==> src/rtl/aluPkg.sv <==
package aluPkg;

  // command codes seen by the requester
  typedef enum logic [2:0] {
    ADD  = 3'd0,
    SUB  = 3'd1,
    XOR  = 3'd2,
    SLT  = 3'd3,
    AND  = 3'd4,
    NAND = 3'd5,
    NOR  = 3'd6,
    OR   = 3'd7
  } aluCmdT;

  // three bits hold the five result sources
  typedef enum logic [2:0] {
    selAdd = 3'd0,
    selXor = 3'd1,
    selSlt = 3'd2,
    selAnd = 3'd3,
    selOr  = 3'd4
  } resultSelT;

  localparam int DEFAULT_WIDTH = 32;  // default datapath width

  typedef logic [DEFAULT_WIDTH-1:0] wordT;

endpackage

==> src/rtl/seqPkg.sv <==
package seqPkg;

  // request/acknowledge server states
  typedef enum logic [1:0] {
    idle    = 2'd0,  // waiting for req
    compute = 2'd1,  // operands captured and core settling
    done    = 2'd2   // ack high until req drops
  } serverStateT;

  // carryOut, overflow, zero
  localparam int FLAG_BITS = 3;

endpackage

==> src/rtl/aluServer.sv <==
`timescale 1ns/1ps

module aluServer import aluPkg::*; import seqPkg::*; #(
  parameter int WIDTH = 32
) (
  input  logic             clk,
  input  logic             rstN,
  input  logic             req,
  input  aluCmdT           cmd,
  input  logic [WIDTH-1:0] operandA,
  input  logic [WIDTH-1:0] operandB,
  output logic             ack,
  output logic [WIDTH-1:0] result,
  output logic             carryOut,
  output logic             overflow,
  output logic             zero,
  output aluCmdT           coreCmd,
  output logic [WIDTH-1:0] coreA,
  output logic [WIDTH-1:0] coreB,
  input  logic [WIDTH-1:0] coreResult,
  input  logic             coreCarry,
  input  logic             coreOverflow,
  input  logic             coreZero
);

  serverStateT          state;
  logic [FLAG_BITS-1:0] flagReg;

  assign {carryOut, overflow, zero} = flagReg;

  always_ff @(posedge clk or negedge rstN) begin
    if (!rstN) begin
      state   <= idle;
      ack     <= 1'b0;
      result  <= '0;
      flagReg <= '0;
    end else begin
      case (state)
        idle: begin
          if (req) state <= compute;  // edge k
        end
        compute: begin
          result  <= coreResult;     // edge k+1
          flagReg <= {coreCarry, coreOverflow, coreZero};
          ack     <= 1'b1;
          state   <= done;
        end
        done: begin
          // hold everything until the requester lets go
          if (!req) begin
            ack   <= 1'b0;
            state <= idle;
          end
        end
        default: state <= idle;
      endcase
    end
  end

  // operand capture in idle only
  always_ff @(posedge clk) begin
    if (state == idle && req) begin
      coreCmd <= cmd;
      coreA   <= operandA;
      coreB   <= operandB;
    end
  end

  // ack only answers a pending request
  assert property (@(posedge clk) disable iff (!rstN) $rose(ack) |-> req)
    else $error("ack rose without req");

  // answer stays frozen while ack is held
  assert property (@(posedge clk) disable iff (!rstN)
                   ($past(ack) && ack) |-> ($stable(result) && $stable(flagReg)))
    else $error("result changed while ack was high");

endmodule

==> config.mk <==
export PLATFORM = sky130hd
export DESIGN_NAME = aluServer
export DESIGN_NICKNAME = d
export VERILOG_FILES = /design/src/rtl/aluPkg.sv /design/src/rtl/seqPkg.sv /design/src/rtl/aluServer.sv
export SDC_FILE = /design/constraint.sdc
export NUM_CORES = 1
export LEC_CHECK = 0
export ABC_AREA = 0
export BUFFER_PORTS_ARGS = -buffer_cell sky130_fd_sc_hd__buf_4
export CAP_MARGIN = 15
export CORE_ASPECT_RATIO = 1.75
export CORE_MARGIN = 5
export CORE_UTILIZATION = 30
export DETAILED_ROUTE_END_ITERATION = 8
export PLACE_DENSITY = 0.69
export SYNTH_ARGS = -nofsm -noshare
export SYNTH_HDL_FRONTEND = slang
export SYNTH_SLANG_ARGS = --single-unit
==> constraint.sdc <==
create_clock -name clk -period 6.9 [get_ports clk]
set_clock_uncertainty 0.05 [all_clocks]
set_input_delay 0.69 -clock clk [delete_from_list [all_inputs] [get_ports clk]]
set_output_delay 0.69 -clock clk [all_outputs]
set_load 0.05 [all_outputs]
==> reports/summary.txt, run 1 <==
Clk pwr share = 17.5%
internal power = 1.60 mW
CTS tree = built
worst-margin pin slew = 0.798 ns
Yosys cell types = 13
starting density of the core = 30.3%
Worst EP required = 6.81 ns
post-layout util = 46.9%
number of antenna repair diodes = 0
max incr delay on CP = 0.66 ns
# nets final = 474
Slew Limit Fails = 0
global-route usage over all layers = 11.8%
Critical Path AT = 1.68 ns
ANT nets after route = 0
die area = 0.0143 mm2
Slowest-stage cell, CP = buf_4
Clk pin slew, worst setup/hold paths = 0.07 ns
buffers inserted by post-CTS timing repair = 0
CP Max Fanout = 67
endpoints failing setup = 0
Pre-antenna DRT Iters = 4
routability cong. = 0.685
Root Buffer Master = clkbuf_16
final worst path period need = 1.77 ns
max cap viols = 0
critical path launch point type = flip-flop
Setup TNS = 0 ns
area occupied by multi-input gates = 566 um2
Fill cells = 1059
worst-path cell chain = nor3b_2 > buf_4
global-route wire length before repair = 12900 um
post-synthesis cell count = 153
DR vias/cell = 4.27
Mapped Area = 0.00359 mm2
antenna violations before repair = 0
Die Y = 155 um
Max Root-Sink Buffers = 2
largest net degree at the start of global routing = 68
Switching Power = 1.18 mW
gr ovfl total = 0
unrepaired setup endpoints after global routing = no
count of warnings emitted by yosys = 0
post_cts resized = 0
Max-slew headroom = 46.8%
die width = 92.7 um
IO Port Bufs = 207
area grow syn2layout = 55.0%
core area = 0.0119 mm2
crit path capture type = flip-flop
Clock Sinks = 105
Avg WL per Cell = 17.2 um
Inst Count DP = 494
worst path bufs/invs = 1
num rows = 53
Fin. Hold Viols = 0
I/O pin total = 208
Hold Path Class = in -> async
drt initial violations = 68
total wire length = 8770 um
vias = 2181
Post-route DRC = 0
layout cells sized above 1 = 69.8%
Comb pwr share = 47.0%
Worst-Skew Late Latency = 0.33 ns
Avg Cell Area, Syn = 23.5 um2
CP top delay family = buffers and inverters
vias in the first global route = 2463
Finished Layout Cells = 511
H-tree level count = 3
Synth Net Count = 258
combined flip-flop and latch cell area = 0.00296 mm2
fin crit share = 25.6%
post-DP HPWL = 6920 um
register area share after synthesis = 82.5%
Flop pwr share = 35.5%
P_leak = 2.54 nW
Achievable Freq = 566 MHz
critical path class = reg -> reg
CTS buffer count = 9
switching share of power = 42.4%
VDD IR max = 0.000303 V
status = complete, no violations
FF+latch count, synth = 105
pwr/cell area = 498 mW/mm2
CTS Hold Bufs = 0
## synth_stat cells
master | count | share of area (%)
buf_12 | 3 | 1.7
nand2_1 | 1 | 0.10
nand2b_1 | 1 | 0.17
nand3b_1 | 1 | 0.21
nor2_1 | 1 | 0.10
dfrtp_1 | 38 | 26
nor2b_1 | 1 | 0.17
buf_6 | 1 | 0.31
nor3_1 | 1 | 0.14
nor3b_1 | 3 | 0.63
mux2_2 | 6 | 1.9
edfxtp_1 | 67 | 56
mux2_4 | 29 | 12
## flip-flops by register name, indices dropped and copies added (netlist names)
name / cells
ack: 1
coreB: 32
coreCmd: 3
flagReg: 3
coreA: 32
state: 2
result: 32
## final timing paths
path                       startpoint         end  slack, ns  cells past startpoint
max                          state[0]   coreA[17]       5.13                      2
min                              rstN  result[14]       0.26                      1
max reg2reg                  state[0]   coreA[17]       5.13                      2
min reg2reg                result[18]  result[18]       0.46                      1
max in group asynchronous        rstN   result[1]       6.20                      1
min in group clk           result[18]  result[18]       0.46                      1
## stage by stage
| step | hold slack [ns] | power [mW] | setup WS, ns | area, um2 |
|---|---|---|---|---|
| finish | 0.264 | 2.77 | 5.13 | 5570 |
| global route | 0.296 | 2.89 | 5.01 | 5570 |
| CTS | 0.269 | 2.81 | 4.88 | 5550 |
| detailed placement | 0.444 | 2.32 | 4.81 | 5260 |
| global placement | 0.444 | 2.29 | 4.84 | 5260 |
| floorplan | 0.344 | 1.94 | 0.729 | 3590 |
## placed cells by master, fill, tap and decap left out
master     instances
nor2_1             1
nor2b_1            1
nor3b_1            2
clkbuf_16          9
nand2_1            1
clkbuf_1           1
mux2_4            29
edfxtp_1          67
nor3b_2            1
buf_4            208
dfrtp_1           38
clkinv_4           2
inv_6              2
nand3b_1           1
buf_12             1
mux2_2             6
nor3_1             1
nand2b_2           1
inv_8              2
## layout make-up
type / count / area share (%)
flip-flops and latches: 105 / 53.2
repair buffers: 209 / 28.4
multi-input cells: 44 / 10.2
clock buffers: 10 / 4.11
well taps: 137 / 3.08
clock inverters: 6 / 1.03
## cells by family (layout without fill, tap and decap cells)
logic type	after synthesis	count (layout)	synth area share [%]
buffers and inverters	4	225	1.99
multiplexers	35	35	14.0
AND/OR/NAND/NOR	9	9	1.53
flip-flops	105	105	82.5
## power by group through the flow
stage	clock network, mW	logic [mW]	registers [mW]
2_1_floorplan	0	0.300	1.64
3_3_place_gp	0	1.30	0.994
3_5_place_dp	0	1.32	0.998
4_1_cts	0.503	1.32	0.988
5_1_grt	0.531	1.35	1.01
6_report	0.484	1.30	0.986
## metal layers
metal,vias up,track usage (%),routed length (um)
met5,-,0,0
met4,0,3.98,131
met3,10,6.08,1030
met2,126,20.9,4730
met1,1044,11.8,2880
li1,1001,-,-
Power figures use the tool's default switching activity.
==> inputs of run 2 (changes only) <==
- PLACE_DENSITY: 0.69 -> 0.72
- clock period: 6.9 -> 1.5 ns (I/O delays scaled with it)
==> reports/summary.txt, run 2 <==
I/O pin total = 208 (unchanged)
EDFF count, synth = 67 (unchanged)
post-synthesis cell count = 153 (unchanged)
Max Root-Sink Buffers = 2 (unchanged)
num rows = 53 (unchanged)
post_cts resized = 0 (unchanged)
Yosys cell types = 13 (unchanged)
Yosys top cell by area = edfxtp_1 (unchanged)
routability cong. = 0.698 (was 0.685)
Stop stage = clock tree synthesis
Root Buffer Master = clkbuf_16 (unchanged)
CTS Hold Bufs = 103 (was 0)
Mapped Area = 0.00359 mm2 (unchanged)
DP Area = 0.00532 mm2 (was 0.00526 mm2)
starting density of the core = 30.3% (unchanged)
Synth Flop Type = edfxtp_1 (unchanged)
FF+latch count, synth = 105 (unchanged)
Async S/R FF share, synth = 36.2% (unchanged)
H-tree level count = 3 (unchanged)
die width = 92.7 um (unchanged)
CTS buffer count = 9 (unchanged)
post-DP HPWL = 7090 um (was 6920 um)
Post-synth top cells = 67 x edfxtp_1, 38 x dfrtp_1, 29 x mux2_4 (unchanged)
tool error = [ERROR RSZ-0060] Max buffer count reached.
Die Y = 155 um (unchanged)
buffers inserted by post-CTS timing repair = 0 (unchanged)
IO Port Bufs = 207 (unchanged)
Synth Net Count = 258 (unchanged)
synth top area cells = edfxtp_1 56%, dfrtp_1 26%, mux2_4 12% (unchanged)
count of warnings emitted by yosys = 0 (unchanged)
post-synth top area share = 56.0% (unchanged)
Clock Sinks = 105 (unchanged)
Avg Cell Area, Syn = 23.5 um2 (unchanged)
status = stopped before the end (was complete, no violations)
most numerous cell in the Yosys netlist = edfxtp_1 (unchanged)
register area share after synthesis = 82.5% (unchanged)
==> run 2: cell counts after synthesis <==
No cell type changed its count.
==> run 2: per-stage QoR <==
step	utilization, %	setup slack, ns	hold WS [ns]	TNS [ns]	instances
global placement	44.8	0.0698	0.0909	0	496
detailed placement	44.8	0.0269	0.0962	0	496
floorplan	-	-1.17	-0.196	-78.59	153
==> run 2: logic make-up after synthesis <==
logic type	after synthesis	synth area share, %
buffers and inverters	4	1.99
flip-flops	105	82.5
multiplexers	35	14.0
AND/OR/NAND/NOR	9	1.53
==> inputs of run 3 (changes only) <==
- CORE_ASPECT_RATIO: 1.75 -> default
- CORE_UTILIZATION: 30 -> 20
- PLACE_DENSITY: 0.72 -> default
- PLACE_DENSITY_LB_ADDON: default -> 0.15
- clock period: 1.5 -> 1.95 ns (I/O delays scaled with it)
==> reports/summary.txt, run 3 (synthesis results as in run 1) <==
status = complete, no violations (was stopped before the end)
IO Port Bufs = 207 (unchanged)
I/O pin total = 208 (unchanged)
Critical Path AT = 1.43 ns
Max Root-Sink Buffers = 2 (unchanged)
num rows = 49 (was 53)
Place WS = 0.485 ns (was 0.0269 ns)
endpoints failing setup = 0
layout cells sized above 1 = 59.2%
area grow syn2layout = 77.4%
Clock Sinks = 105 (unchanged)
critical path class = reg -> reg
post-layout util = 35.7%
Avg WL per Cell = 14.9 um
Worst-Skew Late Latency = 0.34 ns
post_cts resized = 0 (unchanged)
max cap viols = 0
vias in the first global route = 2572
critical path launch point type = flip-flop
fin crit share = 75.4%
Clk pin slew, worst setup/hold paths = 0.07 ns
pwr/cell area = 1570 mW/mm2
gr ovfl total = 0
CP Max Fanout = 67
Hold WS = 0.0283 ns
P_leak = 2.82 nW
area occupied by multi-input gates = 572 um2
die area = 0.0207 mm2
crit path capture type = flip-flop
Slew Limit Fails = 0
DR vias/cell = 3.65
Pre-antenna DRT Iters = 4
post-DP HPWL = 7110 um (was 7090 um)
Fill cells = 1718
total wire length = 9990 um
global-route usage over all layers = 9.00%
routability cong. = 0.688 (was 0.698)
CTS buffer count = 9 (unchanged)
unrepaired setup endpoints after global routing = no
drt initial violations = 78
combined flip-flop and latch cell area = 0.00296 mm2
Post-route DRC = 0
# nets final = 542
commonest non-fill, non-tap cell in the layout = buf_4
biggest regs = coreA x32, coreB x32, result x32
vias = 2443
core area = 0.0178 mm2
VDD IR max = 0.00104 V
Achievable Freq = 680 MHz
Hold Path Class = in -> reg
number of antenna repair diodes = 0
final worst path period need = 1.47 ns
CTS tree = built
Fin. Hold Viols = 0
fin worst setup slack = 0.480 ns
Worst EP required = 1.91 ns
Root Buffer Master = clkbuf_16 (unchanged)
Die Y = 144 um (was 155 um)
commonest non-fill, non-tap cells in the layout = 207 x buf_4, 68 x dlygate4sd3_1, 67 x edfxtp_1
H-tree level count = 3 (unchanged)
worst-margin pin slew = 0.495 ns
antenna violations before repair = 0
largest net degree at the start of global routing = 68
ANT nets after route = 0
Max-slew headroom = 67.0%
die width = 144 um (was 92.7 um)
starting density of the core = 20.1% (was 30.3%)
global-route wire length before repair = 14200 um
run 3: layout make-up:
cell class	count	area share (%)
sequential	105	46.5
timing repair buffer	277	35.7
multi-input combinational	44	8.97
tap	229	4.50
clock buffer	9	3.53
clock inverter	6	0.824
run 3: metal layers:
layer  vias to the layer above  track usage, %  wire length, um
met2                       161            14.3             4440
li1                       1139               -                -
met4                         0            3.87              164
met1                      1132            10.9             4020
met5                         -               0                0
met3                        11            3.47             1350
run 3: timing repair:
action                                 CTS  global route
endpoints found under the hold margin  105             0
hold buffers                            68             0
buffers inserted                         0             0
run 3: final timing paths:
check	from	end	slack, ns	depth (start not counted)
max	state[0]	coreB[8]	0.48	2
min	coreResult[23]	result[23]	0.03	2
max reg2reg	state[0]	coreB[8]	0.48	2
min reg2reg	result[14]	result[14]	0.47	1
max in group asynchronous	rstN	result[24]	1.20	2
min in group asynchronous	rstN	result[5]	0.31	2
run 3: report_power, final:
part           internal, mW  switching (mW)  total [mW]
logic                  1.71            3.05        4.76
clock network         0.880           0.838        1.72
registers              3.15           0.347        3.49
run 3: through the flow:
stage | power [mW] | setup TNS (ns) | instances | area (um2)
final | 9.98 | 0 | 670 | 6370
after global routing | 10.4 | 0 | 670 | 6370
after CTS | 10.1 | 0 | 670 | 6370
after detailed placement | 8.25 | 0 | 587 | 5420
after global placement | 8.23 | 0 | 587 | 5420
after floorplan | 6.83 | -48.44 | 153 | 3600
run 3: worst max-delay path, stage by stage, from the launching register on:
cell and delay [ns]:
dfrtp_1 0.46, nor3b_4 0.24, buf_12 0.32
==> inputs of run 4 (changes only) <==
- clock period: 1.95 -> 1.2 ns (I/O delays scaled with it)
==> reports/summary.txt, run 4 (synthesis results as in run 1) <==
combined flip-flop and latch cell area = 0.00296 mm2 (about the same)
gr ovfl total = 0 (unchanged)
Fill cells = 1688 (was 1718)
number of antenna repair diodes = 0 (unchanged)
IO Port Bufs = 207 (unchanged)
layout cells sized above 1 = 56.0% (was 59.2%)
critical path launch point type = flip-flop (unchanged)
Hold Path Class = in -> reg (unchanged)
VDD IR max = 0.00161 V (was 0.00104 V)
ANT nets after route = 0 (unchanged)
fin worst setup slack = -0.137 ns (was 0.480 ns)
I/O pin total = 208 (unchanged)
P_leak = 3.12 nW (was 2.82 nW)
worst-margin pin slew = 0.512 ns (was 0.495 ns)
Routed met1 length = 4550 um (was 4020 um)
Post-route DRC = 0 (unchanged)
core area = 0.0178 mm2 (unchanged)
num rows = 49 (unchanged)
DR vias/cell = 3.64 (was 3.65)
largest net degree at the start of global routing = 39 (was 68)
fin crit share = 111% (was 75.4%)
post-DP HPWL = 7240 um (was 7110 um)
global-route usage over all layers = 9.63% (was 9.00%)
global-route wire length before repair = 15100 um (was 14200 um)
Die Y = 144 um (unchanged)
Pre-antenna DRT Iters = 4 (unchanged)
# nets final = 591 (was 542)
max cap viols = 0 (unchanged)
vias in the first global route = 2840 (was 2572)
starting density of the core = 20.1% (unchanged)
Clk pin slew, worst setup/hold paths = 0.07 ns (about the same)
crit path capture type = flip-flop (unchanged)
Switching Power = 7.12 mW (was 4.24 mW)
status = finished, violations left (was complete, no violations)
pwr/cell area = 2440 mW/mm2 (was 1570 mW/mm2)
Met3 Wirelength = 1260 um (was 1350 um)
Clock Sinks = 105 (unchanged)
Critical Path AT = 1.52 ns (was 1.43 ns)
antenna violations before repair = 0 (unchanged)
commonest non-fill, non-tap cells in the layout = 212 x buf_4, 104 x dlygate4sd3_1, 67 x edfxtp_1 (was 207 x buf_4, 68 x dlygate4sd3_1, 67 x edfxtp_1)
DP Area = 0.00554 mm2 (was 0.00542 mm2)
routability cong. = 0.698 (was 0.688)
vias = 2624 (was 2443)
CP Max Fanout = 7 (was 67)
switching share of power = 41.7% (was 42.5%)
Top Metal Used = met4 (unchanged)
routed length on met2 = 4670 um (was 4440 um)
drt initial violations = 74 (was 78)
Avg WL per Cell = 14.7 um (was 14.9 um)
Root Buffer Master = clkbuf_16 (unchanged)
biggest regs = coreA x32, coreB x32, result x32 (unchanged)
area grow syn2layout = 94.4% (was 77.4%)
die area = 0.0207 mm2 (unchanged)
Pwr Total = 17.1 mW (was 9.98 mW)
Clk pwr share = 16.8% (was 17.2%)
final worst path period need = 1.34 ns (was 1.47 ns)
endpoints failing setup = 101 (was 0)
design area = 0.00698 mm2 (was 0.00637 mm2)
post-layout util = 39.1% (was 35.7%)
H-tree level count = 3 (unchanged)
Flop pwr share = 33.2% (was 35.0%)
Max-slew headroom = 65.9% (was 67.0%)
R2R Setup Slk = -0.14 ns (was 0.48 ns)
die width = 144 um (unchanged)
Worst EP required = 1.38 ns (was 1.91 ns)
Slew Limit Fails = 0 (unchanged)
Achievable Freq = 748 MHz (was 680 MHz)
CTS buffer count = 9 (unchanged)
area occupied by multi-input gates = 599 um2 (was 572 um2)
Worst-Skew Late Latency = 0.34 ns (about the same)
total wire length = 10600 um (was 9990 um)
commonest non-fill, non-tap cell in the layout = buf_4 (unchanged)
failing checks = setup timing
Comb pwr share = 50.1% (was 47.7%)
critical path class = reg -> reg (unchanged)
Fin. Hold Viols = 0 (unchanged)
CTS tree = built (unchanged)
Max Root-Sink Buffers = 2 (unchanged)
unrepaired setup endpoints after global routing = yes (was no)
internal power = 9.95 mW (was 5.73 mW)
-- run 4: worst max-delay path, stage by stage, from the launching register on --
cell,delay (ns)
dfrtp_1,0.41
nand2b_4,0.26
clkbuf_16,0.20
mux2_4,0.30
-- run 4: final timing paths --
kind,to,cells after the start,startpoint
max,result[5],3,state[1]
max in group asynchronous,state[0],2,rstN
min reg2reg,result[11],1,result[11]
min in group asynchronous,result[18],2,rstN
min,ack,3,req
max reg2reg,result[5],3,state[1]
-- run 4: timing repair --
item	in CTS	in global routing
endpoints found under the setup margin	101	102
setup buffers	0	0
gates resized for setup	7	4
hold buffers	104	0
endpoints found under the hold margin	142	0
cloned	1	2
-- run 4: area by class of cell --
type                       count  area share [%]
timing repair buffer         326            40.7
sequential                   105            42.4
clock buffer                  10            3.28
tap                          229            4.10
multi-input combinational     44            8.58
clock inverter                 6           0.842
-- run 4: per-layer routing --
| metal | global-route usage [%] | vias up |
|---|---|---|
| li1 | - | 1240 |
| met1 | 11.9 | 1217 |
| met2 | 15.4 | 153 |
| met3 | 3.90 | 14 |
| met4 | 3.12 | 0 |
| met5 | 0 | - |
-- run 4: through the flow --
step           setup slack, ns  std cells  TNS, ns  hold WS, ns
6_report                -0.137        720   -11.25       0.0246
2_1_floorplan            -1.47        153  -102.50       -0.226
3_3_place_gp            -0.141        597   -10.40       0.0822
3_5_place_dp            -0.143        597   -10.96       0.0857
4_1_cts                 -0.149        718   -12.63       0.0109
5_1_grt                 -0.207        720   -18.52       0.0200
-- run 4: power groups by stage --
stage,combinational [mW],clock [mW],sequential [mW]
6_report,8.55,2.86,5.66
5_1_grt,8.87,3.17,5.79
4_1_cts,8.45,3.04,5.66
3_5_place_dp,8.00,0,5.69
3_3_place_gp,7.96,0,5.74
2_1_floorplan,1.74,0,9.35
